`src/verilog/burstPkg.sv`:
```
// Shared definitions for the trigger burst sequencer
// Sizes, register map, response codes, FSM states and bus structs

package burstPkg;

    //----------------------------------------
    // Sizes
    //----------------------------------------
    localparam int NUM_CH = 8;                  // Trigger channels
    localparam int ADDR_W = 4;                  // AXI byte address
    localparam int DATA_W = 32;                 // AXI data word
    localparam int IDX_W  = $clog2(NUM_CH);     // Channel index width

    //----------------------------------------
    // Register map and responses
    //----------------------------------------
    typedef enum logic [ADDR_W-1:0] {
        CTRL   = 4'h0,                          // Bit 0 requests a start
        STEP   = 4'h4,                          // Step width
        STATUS = 4'h8                           // Busy and burst count
    } regAddr_t;

    typedef enum logic [1:0] {
        RESP_OKAY   = 2'b00,
        RESP_SLVERR = 2'b10                     // Unmapped offset
    } axiResp_t;

    typedef enum logic {
        SEQ_IDLE,
        SEQ_RUN
    } seqState_t;

    //----------------------------------------
    // Bus structs
    //----------------------------------------
    typedef struct packed {
        logic              awvalid;
        logic [ADDR_W-1:0] awaddr;
        logic              wvalid;
        logic [DATA_W-1:0] wdata;               // Always a full word
        logic              bready;
        logic              arvalid;
        logic [ADDR_W-1:0] araddr;
        logic              rready;
    } axiLiteReq_t;

    typedef struct packed {
        logic              awready;
        logic              wready;
        logic              bvalid;
        axiResp_t          bresp;
        logic              arready;
        logic              rvalid;
        logic [DATA_W-1:0] rdata;
        axiResp_t          rresp;
    } axiLiteRsp_t;

    // Register block to sequencer
    typedef struct packed {
        logic        start;                     // One cycle
        logic [31:0] stepWidth;
    } seqCmd_t;

    // Sequencer to register block
    typedef struct packed {
        logic busy;
        logic done;                             // One cycle, end of burst
    } seqStat_t;

endpackage

```
`src/verilog/axiLiteRegs.sv`:
```
// AXI4-Lite slave for the burst sequencer
// Holds STEP, decodes the CTRL start bit and reports busy and burst count

`timescale 1ns/1ps

module axiLiteRegs (
    input  logic                  clk,
    input  logic                  nrst,
    input  burstPkg::axiLiteReq_t req,
    output burstPkg::axiLiteRsp_t rsp,
    output burstPkg::seqCmd_t     cmd,
    input  burstPkg::seqStat_t    stat
);

    logic                        awreadyQ;      // Also drives wready
    logic                        bvalidQ;
    burstPkg::axiResp_t          brespQ;
    logic                        arreadyQ;
    logic                        rvalidQ;
    logic [burstPkg::DATA_W-1:0] rdataQ;
    burstPkg::axiResp_t          rrespQ;

    logic        startQ;
    logic [31:0] stepReg;
    logic [7:0]  burstCnt;                      // Wraps at 256

    logic wrAccept;
    logic wrFire;
    logic arAccept;
    logic rdFire;

    //----------------------------------------
    // Handshake control
    //----------------------------------------
    // Address and data must both be present, one write outstanding
    assign wrAccept = req.awvalid & req.wvalid & ~awreadyQ & ~bvalidQ;
    assign wrFire   = awreadyQ & req.awvalid & req.wvalid;

    // One read outstanding
    assign arAccept = req.arvalid & ~arreadyQ & ~rvalidQ;
    assign rdFire   = arreadyQ & req.arvalid;

    //----------------------------------------
    // Write channel
    //----------------------------------------
    always_ff @(posedge clk) begin
        if (!nrst) begin
            awreadyQ <= 1'b0;
            bvalidQ  <= 1'b0;
            startQ   <= 1'b0;
            stepReg  <= '0;
        end else begin
            awreadyQ <= wrAccept;               // One-cycle ready pulse
            startQ   <= 1'b0;
            if (wrFire) begin
                bvalidQ <= 1'b1;                // Response on the next cycle
                case (burstPkg::regAddr_t'(req.awaddr))
                    burstPkg::CTRL:   startQ  <= req.wdata[0];  // Lines up with bvalid
                    burstPkg::STEP:   stepReg <= req.wdata;
                    default:          ;         // STATUS is read-only
                endcase
            end else if (bvalidQ && req.bready) begin
                bvalidQ <= 1'b0;
            end
        end
    end

    // Write response code
    always_ff @(posedge clk) begin
        if (wrFire) begin
            case (burstPkg::regAddr_t'(req.awaddr))
                burstPkg::CTRL,
                burstPkg::STEP,
                burstPkg::STATUS: brespQ <= burstPkg::RESP_OKAY;
                default:          brespQ <= burstPkg::RESP_SLVERR;
            endcase
        end
    end

    //----------------------------------------
    // Read channel
    //----------------------------------------
    always_ff @(posedge clk) begin
        if (!nrst) begin
            arreadyQ <= 1'b0;
            rvalidQ  <= 1'b0;
        end else begin
            arreadyQ <= arAccept;
            if (rdFire) begin
                rvalidQ <= 1'b1;                // Data on the next cycle
            end else if (rvalidQ && req.rready) begin
                rvalidQ <= 1'b0;
            end
        end
    end

    // Read data mux, held until rready
    always_ff @(posedge clk) begin
        if (rdFire) begin
            rrespQ <= burstPkg::RESP_OKAY;
            case (burstPkg::regAddr_t'(req.araddr))
                burstPkg::CTRL:   rdataQ <= '0;     // Start bit is write-only
                burstPkg::STEP:   rdataQ <= stepReg;
                burstPkg::STATUS: rdataQ <= {16'd0, burstCnt, 7'd0, stat.busy};
                default: begin
                    rdataQ <= '0;
                    rrespQ <= burstPkg::RESP_SLVERR;
                end
            endcase
        end
    end

    //----------------------------------------
    // Completed burst counter
    //----------------------------------------
    always_ff @(posedge clk) begin
        if (!nrst) begin
            burstCnt <= '0;
        end else if (stat.done) begin
            burstCnt <= burstCnt + 8'd1;
        end
    end

    // Outputs
    assign rsp.awready = awreadyQ;
    assign rsp.wready  = awreadyQ;              // Same cycle as awready
    assign rsp.bvalid  = bvalidQ;
    assign rsp.bresp   = brespQ;
    assign rsp.arready = arreadyQ;
    assign rsp.rvalid  = rvalidQ;
    assign rsp.rdata   = rdataQ;
    assign rsp.rresp   = rrespQ;

    assign cmd.start     = startQ;
    assign cmd.stepWidth = stepReg;             // Sequencer latches it at start

endmodule

```
`src/verilog/burstSequencer.sv`:
```
// Burst state machine
// Steps a channel index on each timer tick and decodes the trigger outputs

`timescale 1ns/1ps

module burstSequencer (
    input  logic                        clk,
    input  logic                        nrst,
    input  burstPkg::seqCmd_t           cmd,
    output burstPkg::seqStat_t          stat,
    output logic                        run,
    output logic                        load,
    input  logic                        tick,
    output logic [burstPkg::NUM_CH-1:0] trig
);

    burstPkg::seqState_t        state;
    logic [burstPkg::IDX_W-1:0] chIdx;          // Channel due on the next tick
    logic                       lastCh;
    logic                       burstEnd;

    assign lastCh   = (chIdx == burstPkg::IDX_W'(burstPkg::NUM_CH - 1));
    assign burstEnd = run & tick & lastCh;

    //----------------------------------------
    // State machine
    //----------------------------------------
    always_ff @(posedge clk) begin
        if (!nrst) begin
            state <= burstPkg::SEQ_IDLE;
            chIdx <= '0;
        end else begin
            case (state)
                burstPkg::SEQ_IDLE: begin
                    if (cmd.start) begin
                        state <= burstPkg::SEQ_RUN;
                        chIdx <= '0;
                    end
                end
                burstPkg::SEQ_RUN: begin
                    // Start is ignored here, only reset ends a burst early
                    if (tick) begin
                        if (lastCh) begin
                            state <= burstPkg::SEQ_IDLE;
                        end else begin
                            chIdx <= chIdx + burstPkg::IDX_W'(1);
                        end
                    end
                end
                default: state <= burstPkg::SEQ_IDLE;
            endcase
        end
    end

    // Timer control
    assign run  = (state == burstPkg::SEQ_RUN);
    assign load = (state == burstPkg::SEQ_IDLE) & cmd.start;   // Width latched with busy rise

    //----------------------------------------
    // Channel decode
    //----------------------------------------
    always_comb begin
        for (int k = 0; k < burstPkg::NUM_CH; k++) begin
            trig[k] = run & tick & (chIdx == burstPkg::IDX_W'(k));
        end
    end

    // Status back to the registers
    assign stat.busy = run;
    assign stat.done = burstEnd;                // Same cycle as the last pulse

endmodule

```
`src/verilog/stepTimer.sv`:
```
// Repeating interval timer
// One-cycle tick every stepWidth+1 cycles while run is high

`timescale 1ns/1ps

module stepTimer (
    input  logic        clk,
    input  logic        nrst,
    input  logic        run,
    input  logic        load,
    input  logic [31:0] stepWidth,
    output logic        tick
);

    logic [31:0] widthQ;                        // Width for the current burst
    logic [31:0] cnt;
    logic        tickQ;
    logic        atEnd;

    assign atEnd = (cnt == widthQ);

    //----------------------------------------
    // Width latch
    //----------------------------------------
    // Later STEP writes do not reach a running burst
    always_ff @(posedge clk) begin
        if (load) begin
            widthQ <= stepWidth;
        end
    end

    //----------------------------------------
    // Counter and tick
    //----------------------------------------
    always_ff @(posedge clk) begin
        if (!nrst) begin
            cnt   <= '0;
            tickQ <= 1'b0;
        end else if (load || !run) begin
            cnt   <= '0;                        // Held at zero while idle
            tickQ <= 1'b0;
        end else begin
            tickQ <= atEnd;                     // Registered, so first tick lands at W+1
            if (atEnd) begin
                cnt <= '0;
            end else begin
                cnt <= cnt + 32'd1;
            end
        end
    end

    // Drop a tick left over from the last cycle of a burst
    assign tick = tickQ & run;

endmodule

```
`src/verilog/triggerBurstTop.sv`:
```
// Trigger burst sequencer top level
// AXI4-Lite register block driving the burst FSM and its step timer

`timescale 1ns/1ps

module triggerBurstTop (
    input  logic                        clk,
    input  logic                        nrst,
    input  burstPkg::axiLiteReq_t       req,
    output burstPkg::axiLiteRsp_t       rsp,
    output logic [burstPkg::NUM_CH-1:0] trig
);

    //----------------------------------------
    // Internal wiring
    //----------------------------------------
    burstPkg::seqCmd_t  seqCmd;                 // Start and step width
    burstPkg::seqStat_t seqStat;                // Busy and done
    logic               timerRun;
    logic               timerLoad;
    logic               timerTick;

    // Control port
    axiLiteRegs regs_i (
        .clk  (clk),
        .nrst (nrst),
        .req  (req),
        .rsp  (rsp),
        .cmd  (seqCmd),
        .stat (seqStat)
    );

    // Burst FSM and channel decode
    burstSequencer seq_i (
        .clk  (clk),
        .nrst (nrst),
        .cmd  (seqCmd),
        .stat (seqStat),
        .run  (timerRun),
        .load (timerLoad),
        .tick (timerTick),
        .trig (trig)
    );

    // Pulse spacing
    stepTimer timer_i (
        .clk       (clk),
        .nrst      (nrst),
        .run       (timerRun),
        .load      (timerLoad),
        .stepWidth (seqCmd.stepWidth),
        .tick      (timerTick)
    );

endmodule
```
`config.mk`:
```
export PLATFORM = sky130hd
export DESIGN_NAME = triggerBurstTop
export DESIGN_NICKNAME = d
export VERILOG_FILES = /design/src/verilog/burstPkg.sv /design/src/verilog/axiLiteRegs.sv /design/src/verilog/burstSequencer.sv /design/src/verilog/stepTimer.sv /design/src/verilog/triggerBurstTop.sv
export SDC_FILE = /design/constraint.sdc
export NUM_CORES = 1
export LEC_CHECK = 0
export ABC_AREA = 1
export BUFFER_PORTS_ARGS = -buffer_cell sky130_fd_sc_hd__buf_2
export CORE_MARGIN = 2
export CORE_UTILIZATION = 62
export DETAILED_ROUTE_END_ITERATION = 10
export HOLD_SLACK_MARGIN = 0.08
export PLACE_DENSITY = 0.85
export SLEW_MARGIN = 30
export SYNTH_ARGS = -nofsm -noshare
export SYNTH_HDL_FRONTEND = slang
export SYNTH_HIERARCHICAL = 1
export SYNTH_SLANG_ARGS = --single-unit
```
`constraint.sdc`:
```
create_clock -name clk -period 2.8 [get_ports clk]
set_clock_uncertainty 0.1 [all_clocks]
set_input_delay 0.7 -clock clk [delete_from_list [all_inputs] [get_ports clk]]
set_output_delay 0.7 -clock clk [all_outputs]
set_load 0.005 [all_outputs]
```
# After elaboration in Yosys (flattened, before gate mapping)
# Cells that the tools add are included.
dict set report word_totals {
  latch_bits 0
  input_bits 47
  rom_bits 0
  mem_bits_rw 0
  mem_count 0
  ff_bits 150
  out_inout_bits 49
  word_cells 89
}
dict set report classes {
  addsub 3
  reduce_logical 16
  n_shift 0
  n_eq_ne 15
  multipliers 0
  n_lt_le_gt_ge 0
  bitwise_logic 25
  div_mod_pow 0
  muxes 15
}
# cell n
set ops {}
lappend ops {{32-bit case mux with 2 select lines} 1}
lappend ops {{32-bit by 1-bit adder with 32-bit output, second input constant} 1}
lappend ops {{32-bit equality test} 1}
lappend ops {{1-bit bitwise AND} 19}
lappend ops {{3-bit equality test, second input constant} 4}
lappend ops {{3-bit two-way mux} 3}
lappend ops {{3-bit OR reduction} 3}
lappend ops {{8-bit by 1-bit adder with 8-bit output, second input constant} 1}
lappend ops {{4-bit by 3-bit equality test with 1-bit output, second input constant} 2}
lappend ops {{4-bit equality test, second input constant} 2}
lappend ops {{4-bit zero test} 2}
lappend ops {{1-bit two-way mux} 7}
lappend ops {{3-bit by 2-bit equality test with 1-bit output, second input constant} 2}
lappend ops {{1-bit NOT} 6}
lappend ops {{3-bit case mux with 2 select lines} 1}
lappend ops {{3-bit AND reduction} 2}
lappend ops {{2-bit two-way mux} 2}
lappend ops {{2-bit != test, second input constant} 2}
lappend ops {{2-bit nonzero test} 2}
lappend ops {{3-bit by 1-bit adder with 3-bit output, second input constant} 1}
lappend ops {{3-bit by 1-bit equality test with 1-bit output, second input constant} 1}
lappend ops {{3-bit zero test} 1}
lappend ops {{1-bit logical AND} 2}
lappend ops {{2-bit by 1-bit != test with 1-bit output, second input constant} 1}
lappend ops {{5 further kinds} 5}

# Logic depth before layout (Yosys ltp)
# Gate-level depths: netlist (run 1).
dict set report logic_depth {
  depth_word 4
  mapped_depth 11
  depth_no_buf 10
}

# Hierarchy
# Netlist (run 1), hierarchy kept.
# mod cells_per_inst seq_area_each_um2 area_per_inst_um2 n_inst
set modules_own_cells {}
lappend modules_own_cells {axiLiteRegs 377 1921.8 3354.5 1}
lappend modules_own_cells {stepTimer 400 1621.6 3290.7 1}
lappend modules_own_cells {burstSequencer 49 80.1 347.8 1}

# Least setup slack after synthesis (run 1)
# No wires, ideal clock.
dict set report synth_timing {
  path_kind {reg-to-reg}
  start {register seq_i.state (netlist: seq_i/run)}
  end {register timer_i.cnt[22]}
  required_ps 2584
  t_arrival_ps 1682
  setup_ps 116
  synth_period_minus_slack_ps 1897
  path_buffers 1
  path_stages_with_launch 8
  slack_ps 903
  path_cell_list {dfxtp_1 inv_1 nand2_2 inv_1 nor2_1 nand2_2 buf_6 nor2_1}
}
dict set report synth_between {
  elab_chain_len 4
  elab_cells_between_ends 5
  cone_classes {bitwise (2); reduce/logical (3)}
}
# element line
set synth_rtl {}
lappend synth_rtl {{from (decl)} burstSequencer.sv:17} ;# burstPkg::seqState_t state;
lappend synth_rtl {{from (signal assigned)} burstSequencer.sv:30} ;# state <= burstPkg::SEQ_IDLE;
lappend synth_rtl {{from (signal assigned)} burstSequencer.sv:36} ;# state <= burstPkg::SEQ_RUN;
lappend synth_rtl {{from (signal assigned)} burstSequencer.sv:44} ;# state <= burstPkg::SEQ_IDLE;
lappend synth_rtl {{1-bit NOT} burstSequencer.sv:57} ;# assign load = (state == burstPkg::SEQ_IDLE) & cmd.start;
lappend synth_rtl {{1-bit bitwise AND} burstSequencer.sv:57}
lappend synth_rtl {{via timerLoad} triggerBurstTop.sv:20} ;# logic timerLoad;
lappend synth_rtl {{1-bit logical OR} stepTimer.sv:39} ;# end else if (load || !run) begin
lappend synth_rtl {{3-bit OR reduction (no source line)} -}
lappend synth_rtl {{to (signal assigned)} stepTimer.sv:47} ;# cnt <= cnt + 32'd1;
lappend synth_rtl {{to (decl)} stepTimer.sv:16} ;# logic [31:0] cnt;
# The timed path passes the listed nets, and every way through them passes these cells.
# A chain may end at the register's enable or synchronous reset.

# Worst setup path in the final report (run 1)
dict set report layout_timing {
  start {register seq_i/chIdx[0] (netlist bit)}
  end {output trig[7] (netlist bit)}
}
dict set report layout_between {
  elab_chain_len 2
}
# element line
set layout_rtl {}
lappend layout_rtl {{from (decl)} burstSequencer.sv:18} ;# logic [burstPkg::IDX_W-1:0] chIdx;
lappend layout_rtl {{from (signal assigned)} burstSequencer.sv:46} ;# chIdx <= chIdx + burstPkg::IDX_W'(1);
lappend layout_rtl {{3-bit equality test} burstSequencer.sv:64} ;# trig[k] = run & tick & (chIdx == burstPkg::IDX_W'(k));
lappend layout_rtl {{1-bit bitwise AND} burstSequencer.sv:64}
lappend layout_rtl {{to (decl)} triggerBurstTop.sv:11} ;# output logic [burstPkg::NUM_CH-1:0] trig
# No other way between the ends.

==> results.sh, run 1 <==
export IMPL_insertion_delay_ns=0.42
export IMPL_r2r_start="timer_i/cnt[5]"
export IMPL_yosysTopAreaCell="edfxtp_1"
export IMPL_nNetsFinal=970
export IMPL_sequentialPowerShare_pct=50.0
export IMPL_detail_route_first_pass_iterations=5
export IMPL_cts_made_buffers=17
export IMPL_antenna_left=0
export IMPL_dp_hpwl_mm=10.2
export IMPL_final_hold_viol_count=0
export IMPL_dp_cells=1036
export IMPL_path_delay_family="adder cells"
export IMPL_final_seq_area_sq_um=3620
export IMPL_sw_frac_of_total_pct=21.7
export IMPL_floorplan_rows=38
export IMPL_cap_viol_max_count=0
export IMPL_cp_max_fo=9
export IMPL_yosysSeqAreaShare_pct=51.8
export IMPL_vias=5450
export IMPL_ir_drop_v=0.000458
export IMPL_portBuffers=93
export IMPL_rsz0062_at_grt="no"
export IMPL_drive_gt1_share_pct=17.7
export IMPL_cts_tree="done"
export IMPL_ys_ff_latch=148
export IMPL_antenna_found_initial=1
export IMPL_cpMaxStageDelayCell="dfxtp_1"
export IMPL_min_path_type="reg -> reg"
export IMPL_finalPower_uw=4510
export IMPL_syn_cell_area_sq_um=6990
export IMPL_htree_levels=4
export IMPL_power_switching_uw=981
export IMPL_finalCriticalPeriod_ns=2.51
export IMPL_routabilityCongestion=0.903
export IMPL_post_cts_resized=0
export IMPL_clockRootBuffer="clkbuf_16"
export IMPL_vias_per_cell=5.10
export IMPL_critPathArrivalTime_ns=1.71
export IMPL_stdcell_count=1069
export IMPL_die_area_sq_um=12100
export IMPL_multi_input_area_sq_um=2720
export IMPL_finalSetupViolCount=0
export IMPL_die_h_um=110
export IMPL_area_delta_synth_final_pct=14.7
export IMPL_most_common_layout_cells="nor2_1 (174), nand2_1 (173), inv_1 (112)"
export IMPL_combPwrFrac_pct=2.5
export IMPL_ys_types=34
export IMPL_outcome="finished clean"
export IMPL_avgSynthCellArea_sq_um=8.47
export IMPL_final_period_utilization_pct=89.7
export IMPL_cts_sinks=148
export IMPL_slew_headroom_pct=56.3
export IMPL_fmax_mhz=398
export IMPL_min_to="regs_i/arreadyQ"
export IMPL_cell_internal_pwr_uw=3530
export IMPL_netlist_instances=826
export IMPL_maxSlewViolCount=0
export IMPL_whs_ns=0.334
export IMPL_wl_mm=15.2
export IMPL_slowest_delay_ns=0.40
export IMPL_clk_pin_slew_ns=0.06
export IMPL_endpoint_kind="output port"
export IMPL_layout_commonest_cell="nor2_1"
export IMPL_crit_chain="ha_1 > ha_1 > inv_1 > nor2_1 > buf_4 > buf_2"
export IMPL_r2r_end="timer_i/cnt[4]"
export IMPL_rrSetupSlack_ns=0.69
export IMPL_cpMostUsedCell="ha_1"
export IMPL_r2r_cells=9
export IMPL_crit_type="reg -> out"
export IMPL_path_buf_inv=3
export IMPL_crit_required_ns=2.00
export IMPL_power_density_nw_per_um2=563
export IMPL_fillers=793
export IMPL_grt_max_degree=45
export IMPL_wire_per_inst_um=14.2
export IMPL_synth_area_leaders="edfxtp_1 (28%), dfxtp_1 (23%), nor2_1 (9.3%)"
export IMPL_hp_start="regs_i/arreadyQ"
export IMPL_fin_setup_tns_ns=0
export IMPL_grt_pass1_vias=5246
export IMPL_drc=0
export IMPL_clock_path_buffers=2
export IMPL_power_leakage_uw=0.00327
export IMPL_ioPinCount=96
export IMPL_chipWidth_um=110
export IMPL_drtIter0Drc=357
export IMPL_synth_top_area_share_pct=28.3
export IMPL_core_sq_um=10900
export IMPL_power_share_clock_pct=47.5
export IMPL_initial_core_util_pct=63.9
export IMPL_worstMarginPinSlew_ns=0.653
export IMPL_start_kind="flop"
export IMPL_yosysWarnings=6
export IMPL_post_cts_buffers=0
export IMPL_grt_first_pass_wirelength_mm=24.7
export IMPL_grt_ovfl_total=0
export IMPL_hold_depth=1
export IMPL_cts_hold_fix_buffers=0
export IMPL_grt_usage_pct=27.1
## cell families after synthesis
group | after synthesis | share of synthesized area (%)
simple gates | 456 | 30.1
flops | 148 | 51.8
buf+inv | 146 | 9.41
xor+xnor | 41 | 5.14
compound gates | 26 | 2.02
fa+ha+maj | 8 | 1.43
other cells | 1 | 0.0536
## layer usage
metal	vias up	wire, um	GRT usage [%]
li1	2739	-	-
met3	28	911	6.23
met4	0	336	12.0
met2	182	7450	44.2
met1	2501	6530	34.6
met5	-	0	0
## flip-flops by register name, summed over array words and instances, names as in the netlist
name             count
regs_i/arreadyQ      1
regs_i/awreadyQ      1
regs_i/brespQ        1
regs_i/burstCnt      8
regs_i/bvalidQ       1
regs_i/rdataQ       32
regs_i/rrespQ        1
regs_i/rvalidQ       1
regs_i/startQ        1
regs_i/stepReg      32
seq_i/chIdx          3
seq_i/run            1
timer_i/cnt         32
timer_i/tickQ        1
timer_i/widthQ      32
## stage by stage
step	worst slack, ns	util, %	cell area [sq um]
3_5_place_dp	0.692	68.2	7460
6_report	0.287	73.4	8020
2_1_floorplan	0.903	-	7000
4_1_cts	0.279	73.3	8020
3_3_place_gp	0.779	68.2	7460
5_1_grt	0.161	73.3	8020
## power groups by stage
stage	Combinational, uW	Clock, uW	Sequential, uW
after detailed placement	112	0	2300
after global placement	111	0	2300
after global routing	125	2270	2260
after floorplan	62.5	0	2300
final	113	2140	2260
after CTS	113	2170	2260
## synthesized netlist by cell type, drive strengths merged
| cell type | number |
|---|---|
| a21oi | 11 |
| and3 | 1 |
| buf | 30 |
| clkbuf | 1 |
| conb | 1 |
| dfxtp | 82 |
| edfxtp | 66 |
| ha | 8 |
| inv | 115 |
| nand2 | 183 |
| nand3 | 21 |
| nand3b | 36 |
| nand4 | 3 |
| nor2 | 188 |
| nor3 | 20 |
| nor3b | 1 |
| nor4 | 2 |
| o21ai | 6 |
| o22ai | 9 |
| or2 | 1 |
| xnor2 | 30 |
| xor2 | 11 |
## how the worst max path moves through the flow
stage                                 end           start  cells past startpoint
final                             trig[7]  seq_i/chIdx[0]                      6
after global routing              trig[7]  seq_i/chIdx[0]                      6
after CTS                         trig[7]  seq_i/chIdx[0]                      6
after detailed placement   timer_i/cnt[4]            nrst                      5
after global placement    timer_i/cnt[26]            nrst                      5
after floorplan           timer_i/cnt[22]       seq_i/run                      7
## final cells by class
type / instances / area share (%)
Clock buffer: 18 / 5.35
Sequential cell: 148 / 45.2
Multi-Input combinational cell: 533 / 33.8
Inverter: 115 / 5.38
Timing Repair Buffer: 100 / 6.46
Tap cell: 140 / 2.18
Antenna cell: 1 / 0.0312
Clock inverter: 14 / 1.59
Note: power is estimated with default switching activity, not from simulation.
==> run 2: changes to the inputs <==
Settings changed: RECOVER_POWER set to 50.
==> run 2 against run 1 <==
The run now ends with max-capacitance violations, max-slew violations left. Via count barely moved. Die area did not move. Total power fell by 0.12%. Critical endpoint unchanged. Largest power group unchanged. Highest routed layer unchanged.
==> results.sh, run 2 (synthesis gave the netlist of run 1 again) <==
export IMPL_outcome="complete, but fails checks"
export IMPL_violations="max-capacitance violations, max-slew violations"
export IMPL_slew_headroom_pct=-1.12
export IMPL_antenna_left=0
export IMPL_power_leakage_uw=0.00326
export IMPL_portBuffers=93
export IMPL_slowest_delay_ns=0.40
export IMPL_grt_first_pass_wirelength_mm=24.7
export IMPL_path_delay_family="adder cells"
export IMPL_sequentialPowerShare_pct=50.1
export IMPL_maxSlewViolCount=33
export IMPL_crit_required_ns=2.00
export IMPL_endpoint_kind="output port"
export IMPL_final_hold_viol_count=0
export IMPL_drc=0
export IMPL_dp_hpwl_mm=10.2
export IMPL_critPathArrivalTime_ns=1.71
export IMPL_ioPinCount=96
export IMPL_cap_viol_max_count=1
export IMPL_worstMarginPinSlew_ns=1.52
export IMPL_routabilityCongestion=0.903
export IMPL_nNetsFinal=970
export IMPL_min_path_type="reg -> reg"
export IMPL_cts_made_buffers=17
export IMPL_area_delta_synth_final_pct=14.3
export IMPL_initial_core_util_pct=63.9
export IMPL_post_cts_buffers=0
export IMPL_chipWidth_um=110
export IMPL_post_cts_resized=0
export IMPL_die_h_um=110
export IMPL_drive_gt1_share_pct=16.9
export IMPL_fin_setup_tns_ns=0
export IMPL_floorplan_rows=38
export IMPL_finalPower_uw=4510
export IMPL_cp_max_fo=9
export IMPL_antenna_found_initial=1
export IMPL_finalSetupViolCount=0
export IMPL_detail_route_first_pass_iterations=5
export IMPL_final_util_pct=73.1
export IMPL_cell_internal_pwr_uw=3530
export IMPL_insertion_delay_ns=0.42
export IMPL_cts_hold_fix_buffers=0
export IMPL_fmax_mhz=399
export IMPL_most_common_layout_cells="nor2_1 (176), nand2_1 (174), inv_1 (113)"
export IMPL_rsz0062_at_grt="no"
export IMPL_vias_per_cell=5.10
export IMPL_grt_ovfl_total=0
export IMPL_grt_usage_pct=27.1
export IMPL_clockRootBuffer="clkbuf_16"
export IMPL_core_sq_um=10900
export IMPL_crit_type="reg -> out"
export IMPL_combPwrFrac_pct=2.4
export IMPL_power_share_clock_pct=47.5
export IMPL_cpMostUsedCell="ha_1"
export IMPL_htree_levels=4
export IMPL_cts_tree="done"
export IMPL_clock_path_buffers=2
export IMPL_power_switching_uw=977
export IMPL_cts_sinks=148
export IMPL_final_period_utilization_pct=89.6
export IMPL_power_density_nw_per_um2=564
export IMPL_vias=5452
export IMPL_layout_commonest_cell="nor2_1"
export IMPL_sw_frac_of_total_pct=21.7
export IMPL_fillers=801
export IMPL_drtIter0Drc=383
export IMPL_crit_chain="ha_1 > ha_1 > inv_1 > nor2_1 > buf_4 > buf_2"
export IMPL_clk_pin_slew_ns=0.06
export IMPL_finalCriticalPeriod_ns=2.51
export IMPL_wl_mm=15.2
export IMPL_grt_pass1_vias=5246
export IMPL_path_buf_inv=3
export IMPL_start_kind="flop"
export IMPL_die_area_sq_um=12100
export IMPL_grt_max_degree=45
export IMPL_wire_per_inst_um=14.2
export IMPL_cpMaxStageDelayCell="dfxtp_1"
export IMPL_ir_drop_v=0.000458
export IMPL_whs_ns=0.334
-- run 2: power by group through the flow --
stage / logic, uW / clock network, uW / registers (uW)
floorplan: 62.5 / 0 / 2300
CTS: 113 / 2170 / 2260
finish: 110 / 2140 / 2260
global placement: 111 / 0 / 2300
global route: 122 / 2270 / 2260
detailed placement: 112 / 0 / 2300
-- run 2: final timing paths --
path | start | endpoint | slack (ns) | cells after the start
worst max-delay path | seq_i/chIdx[0] | trig[7] | 0.29 | 6
worst min-delay path | regs_i/arreadyQ | regs_i/arreadyQ | 0.33 | 1
worst max register to register | timer_i/cnt[5] | timer_i/cnt[12] | 0.67 | 9
worst min register to register | regs_i/arreadyQ | regs_i/arreadyQ | 0.33 | 1
-- run 2: final cells by class --
| type | instances | area (sq um) | share of cell area (%) |
|---|---|---|---|
| Inverter | 115 | 432 | 5.40 |
| Clock buffer | 18 | 429 | 5.37 |
| Antenna cell | 1 | 2.50 | 0.0313 |
| Multi-Input combinational cell | 533 | 2700 | 33.7 |
| Timing Repair Buffer | 100 | 508 | 6.36 |
| Clock inverter | 14 | 128 | 1.60 |
| Tap cell | 140 | 175 | 2.19 |
| Sequential cell | 148 | 3620 | 45.3 |
-- run 2: metal layers --
layer | GRT usage (%) | part of all wire (%) | vias to the layer above
li1 | - | - | 2742
met1 | 34.6 | 42 | 2474
met2 | 44.2 | 48 | 200
met3 | 6.23 | 7.1 | 36
met4 | 12.0 | 2.9 | 0
met5 | 0 | 0 | -
-- run 2: metrics by stage --
stage | cells | setup WS (ns) | area, sq um
after floorplan | 827 | 0.903 | 7000
after global placement | 1036 | 0.779 | 7460
after detailed placement | 1036 | 0.692 | 7460
after CTS | 1068 | 0.279 | 8020
after global routing | 1068 | 0.161 | 7990
final | 1069 | 0.292 | 7990
==> run 3: changes to the inputs <==
Settings changed: CELL_PAD_IN_SITES_DETAIL_PLACEMENT set to 2, CELL_PAD_IN_SITES_GLOBAL_PLACEMENT set to 2, CORE_UTILIZATION 62 to 37, PLACE_DENSITY 0.85 to unset, PLACE_DENSITY_LB_ADDON set to 0.1.
==> run 3 against run 2 <==
The flow now finishes without violations. Die area is 65% higher. Clock-buffer cell count is 2 higher. Via count is 2.9% higher. Sequential power hardly changed. Non-clock buffer count stayed put. Clock power is 11% higher. Total power is 5.2% higher. Combinational power is 8% higher. Final cell count is 8.7% higher. Global-route usage is 4.5 points lower. Final area is 2.1% higher.
==> results.sh, run 3 (synthesis gave the netlist of run 1 again) <==
export IMPL_outcome="finished clean"
export IMPL_clock_path_buffers=2
export IMPL_rsz0062_at_grt="no"
export IMPL_finalPower_uw=4740
export IMPL_setup_worst_path_start="seq_i/chIdx[0]"
export IMPL_final_period_utilization_pct=91.9
export IMPL_chipWidth_um=141
export IMPL_slew_headroom_pct=19.0
export IMPL_nNetsFinal=970
export IMPL_fmax_mhz=388
export IMPL_critPathArrivalTime_ns=1.77
export IMPL_stdcell_area_sq_um=8160
export IMPL_worstMarginPinSlew_ns=1.21
export IMPL_most_common_layout_cells="nor2_1 (176), nand2_1 (174), inv_1 (113)"
export IMPL_drive_gt1_share_pct=17.2
export IMPL_grt_ovfl_total=0
export IMPL_start_kind="flop"
export IMPL_endpoint_kind="output port"
export IMPL_crit_required_ns=2.00
export IMPL_sw_frac_of_total_pct=22.9
export IMPL_final_hold_viol_count=0
export IMPL_detail_route_first_pass_iterations=6
export IMPL_cap_viol_max_count=0
export IMPL_diodes=0
export IMPL_portBuffers=93
export IMPL_htree_levels=4
export IMPL_cell_internal_pwr_uw=3660
export IMPL_r2r_start="regs_i/awreadyQ"
export IMPL_wire_per_inst_um=18.4
export IMPL_sequentialPowerShare_pct=47.6
export IMPL_insertion_delay_ns=0.43
export IMPL_grt_pass1_vias=6358
export IMPL_vias=5609
export IMPL_post_cts_buffers=0
export IMPL_dp_hpwl_mm=15.2
export IMPL_cp_max_fo=9
export IMPL_wl_mm=21.4
export IMPL_grt_max_degree=45
export IMPL_layout_commonest_cell="nor2_1"
export IMPL_hp_start="regs_i/rvalidQ"
export IMPL_cts_sinks=148
export IMPL_combPwrFrac_pct=2.5
export IMPL_grt_usage_pct=22.5
export IMPL_cts_hold_fix_buffers=0
export IMPL_ir_drop_v=0.000388
export IMPL_post_cts_resized=0
export IMPL_r2r_cells=5
export IMPL_cts_tree="done"
export IMPL_clk_pin_slew_ns=0.07
export IMPL_layout_setup_ws_ns=0.226
export IMPL_finalSetupViolCount=0
export IMPL_clockRootBuffer="clkbuf_16"
export IMPL_drtIter0Drc=214
export IMPL_finalCriticalPeriod_ns=2.57
export IMPL_core_sq_um=18600
export IMPL_maxSlewViolCount=0
export IMPL_initial_core_util_pct=37.5
export IMPL_vias_per_cell=4.83
export IMPL_dpl_worst_slack_ns=0.631
export IMPL_hold_depth=1
export IMPL_min_path_type="reg -> reg"
export IMPL_antenna_found_initial=0
export IMPL_place_area_sq_um=7580
export IMPL_routabilityCongestion=0.864
export IMPL_crit_type="reg -> out"
export IMPL_power_switching_uw=1080
export IMPL_cts_made_buffers=17
export IMPL_final_util_pct=43.8
export IMPL_power_share_clock_pct=49.9
export IMPL_area_delta_synth_final_pct=16.6
export IMPL_grt_first_pass_wirelength_mm=34.4
export IMPL_die_h_um=141
export IMPL_ioPinCount=96
export IMPL_fin_setup_tns_ns=0
export IMPL_floorplan_rows=50
export IMPL_power_leakage_uw=0.00329
export IMPL_power_density_nw_per_um2=581
export IMPL_antenna_left=0
export IMPL_drc=0
export IMPL_die_area_sq_um=20000
-- run 3: changes by cell type in the layout (fill, tap and decap cells not counted), sizes merged --
cell / delta
buf: -1
clkbuf: +3
clkinv: -3
clkinvlp: -1
diode: -1
inv: +2
-- run 3: worst paths after layout --
| kind | slack [ns] | to |
|---|---|---|
| setup / recovery | 0.23 | trig[7] |
| hold / removal | 0.34 | regs_i/arreadyQ |
| setup reg to reg | 0.61 | regs_i/stepReg[3] |
| hold reg to reg | 0.34 | regs_i/arreadyQ |
-- run 3: area by class of cell --
cell class | instances | area, sq um
fill | 2118 | 10500
sequential | 148 | 3620
multi-input combinational | 533 | 2700
timing repair buffer | 100 | 507
clock buffer | 20 | 479
inverter | 115 | 432
tap | 234 | 293
clock inverter | 12 | 128
-- run 3: metrics by stage --
step	hold slack, ns	instances
6_report	0.345	1162
2_1_floorplan	0.317	827
4_1_cts	0.354	1162
3_3_place_gp	0.320	1130
3_5_place_dp	0.346	1130
5_1_grt	0.374	1162
-- run 3: worst max-delay path: stages (launching register included) --
cell and delay, ns:
dfxtp_1 0.41, ha_1 0.22, ha_1 0.24, inv_1 0.08, nor2_1 0.10, buf_4 0.17, buf_2 0.13
-- run 3: power by group through the flow --
stage	Combinational [uW]	Clock (uW)	Sequential, uW
2_1_floorplan	62.5	0	2300
6_report	119	2370	2260
3_5_place_dp	123	0	2300
3_3_place_gp	117	0	2300
5_1_grt	132	2520	2260
4_1_cts	124	2430	2260
-- run 3: metal layers --
metal | wire length [um] | up-vias | GRT usage, %
li1 | - | 2737 | -
met1 | 9620 | 2764 | 28.2
met2 | 10900 | 90 | 39.8
met3 | 627 | 18 | 4.89
met4 | 240 | 0 | 5.53
met5 | 0 | - | 0
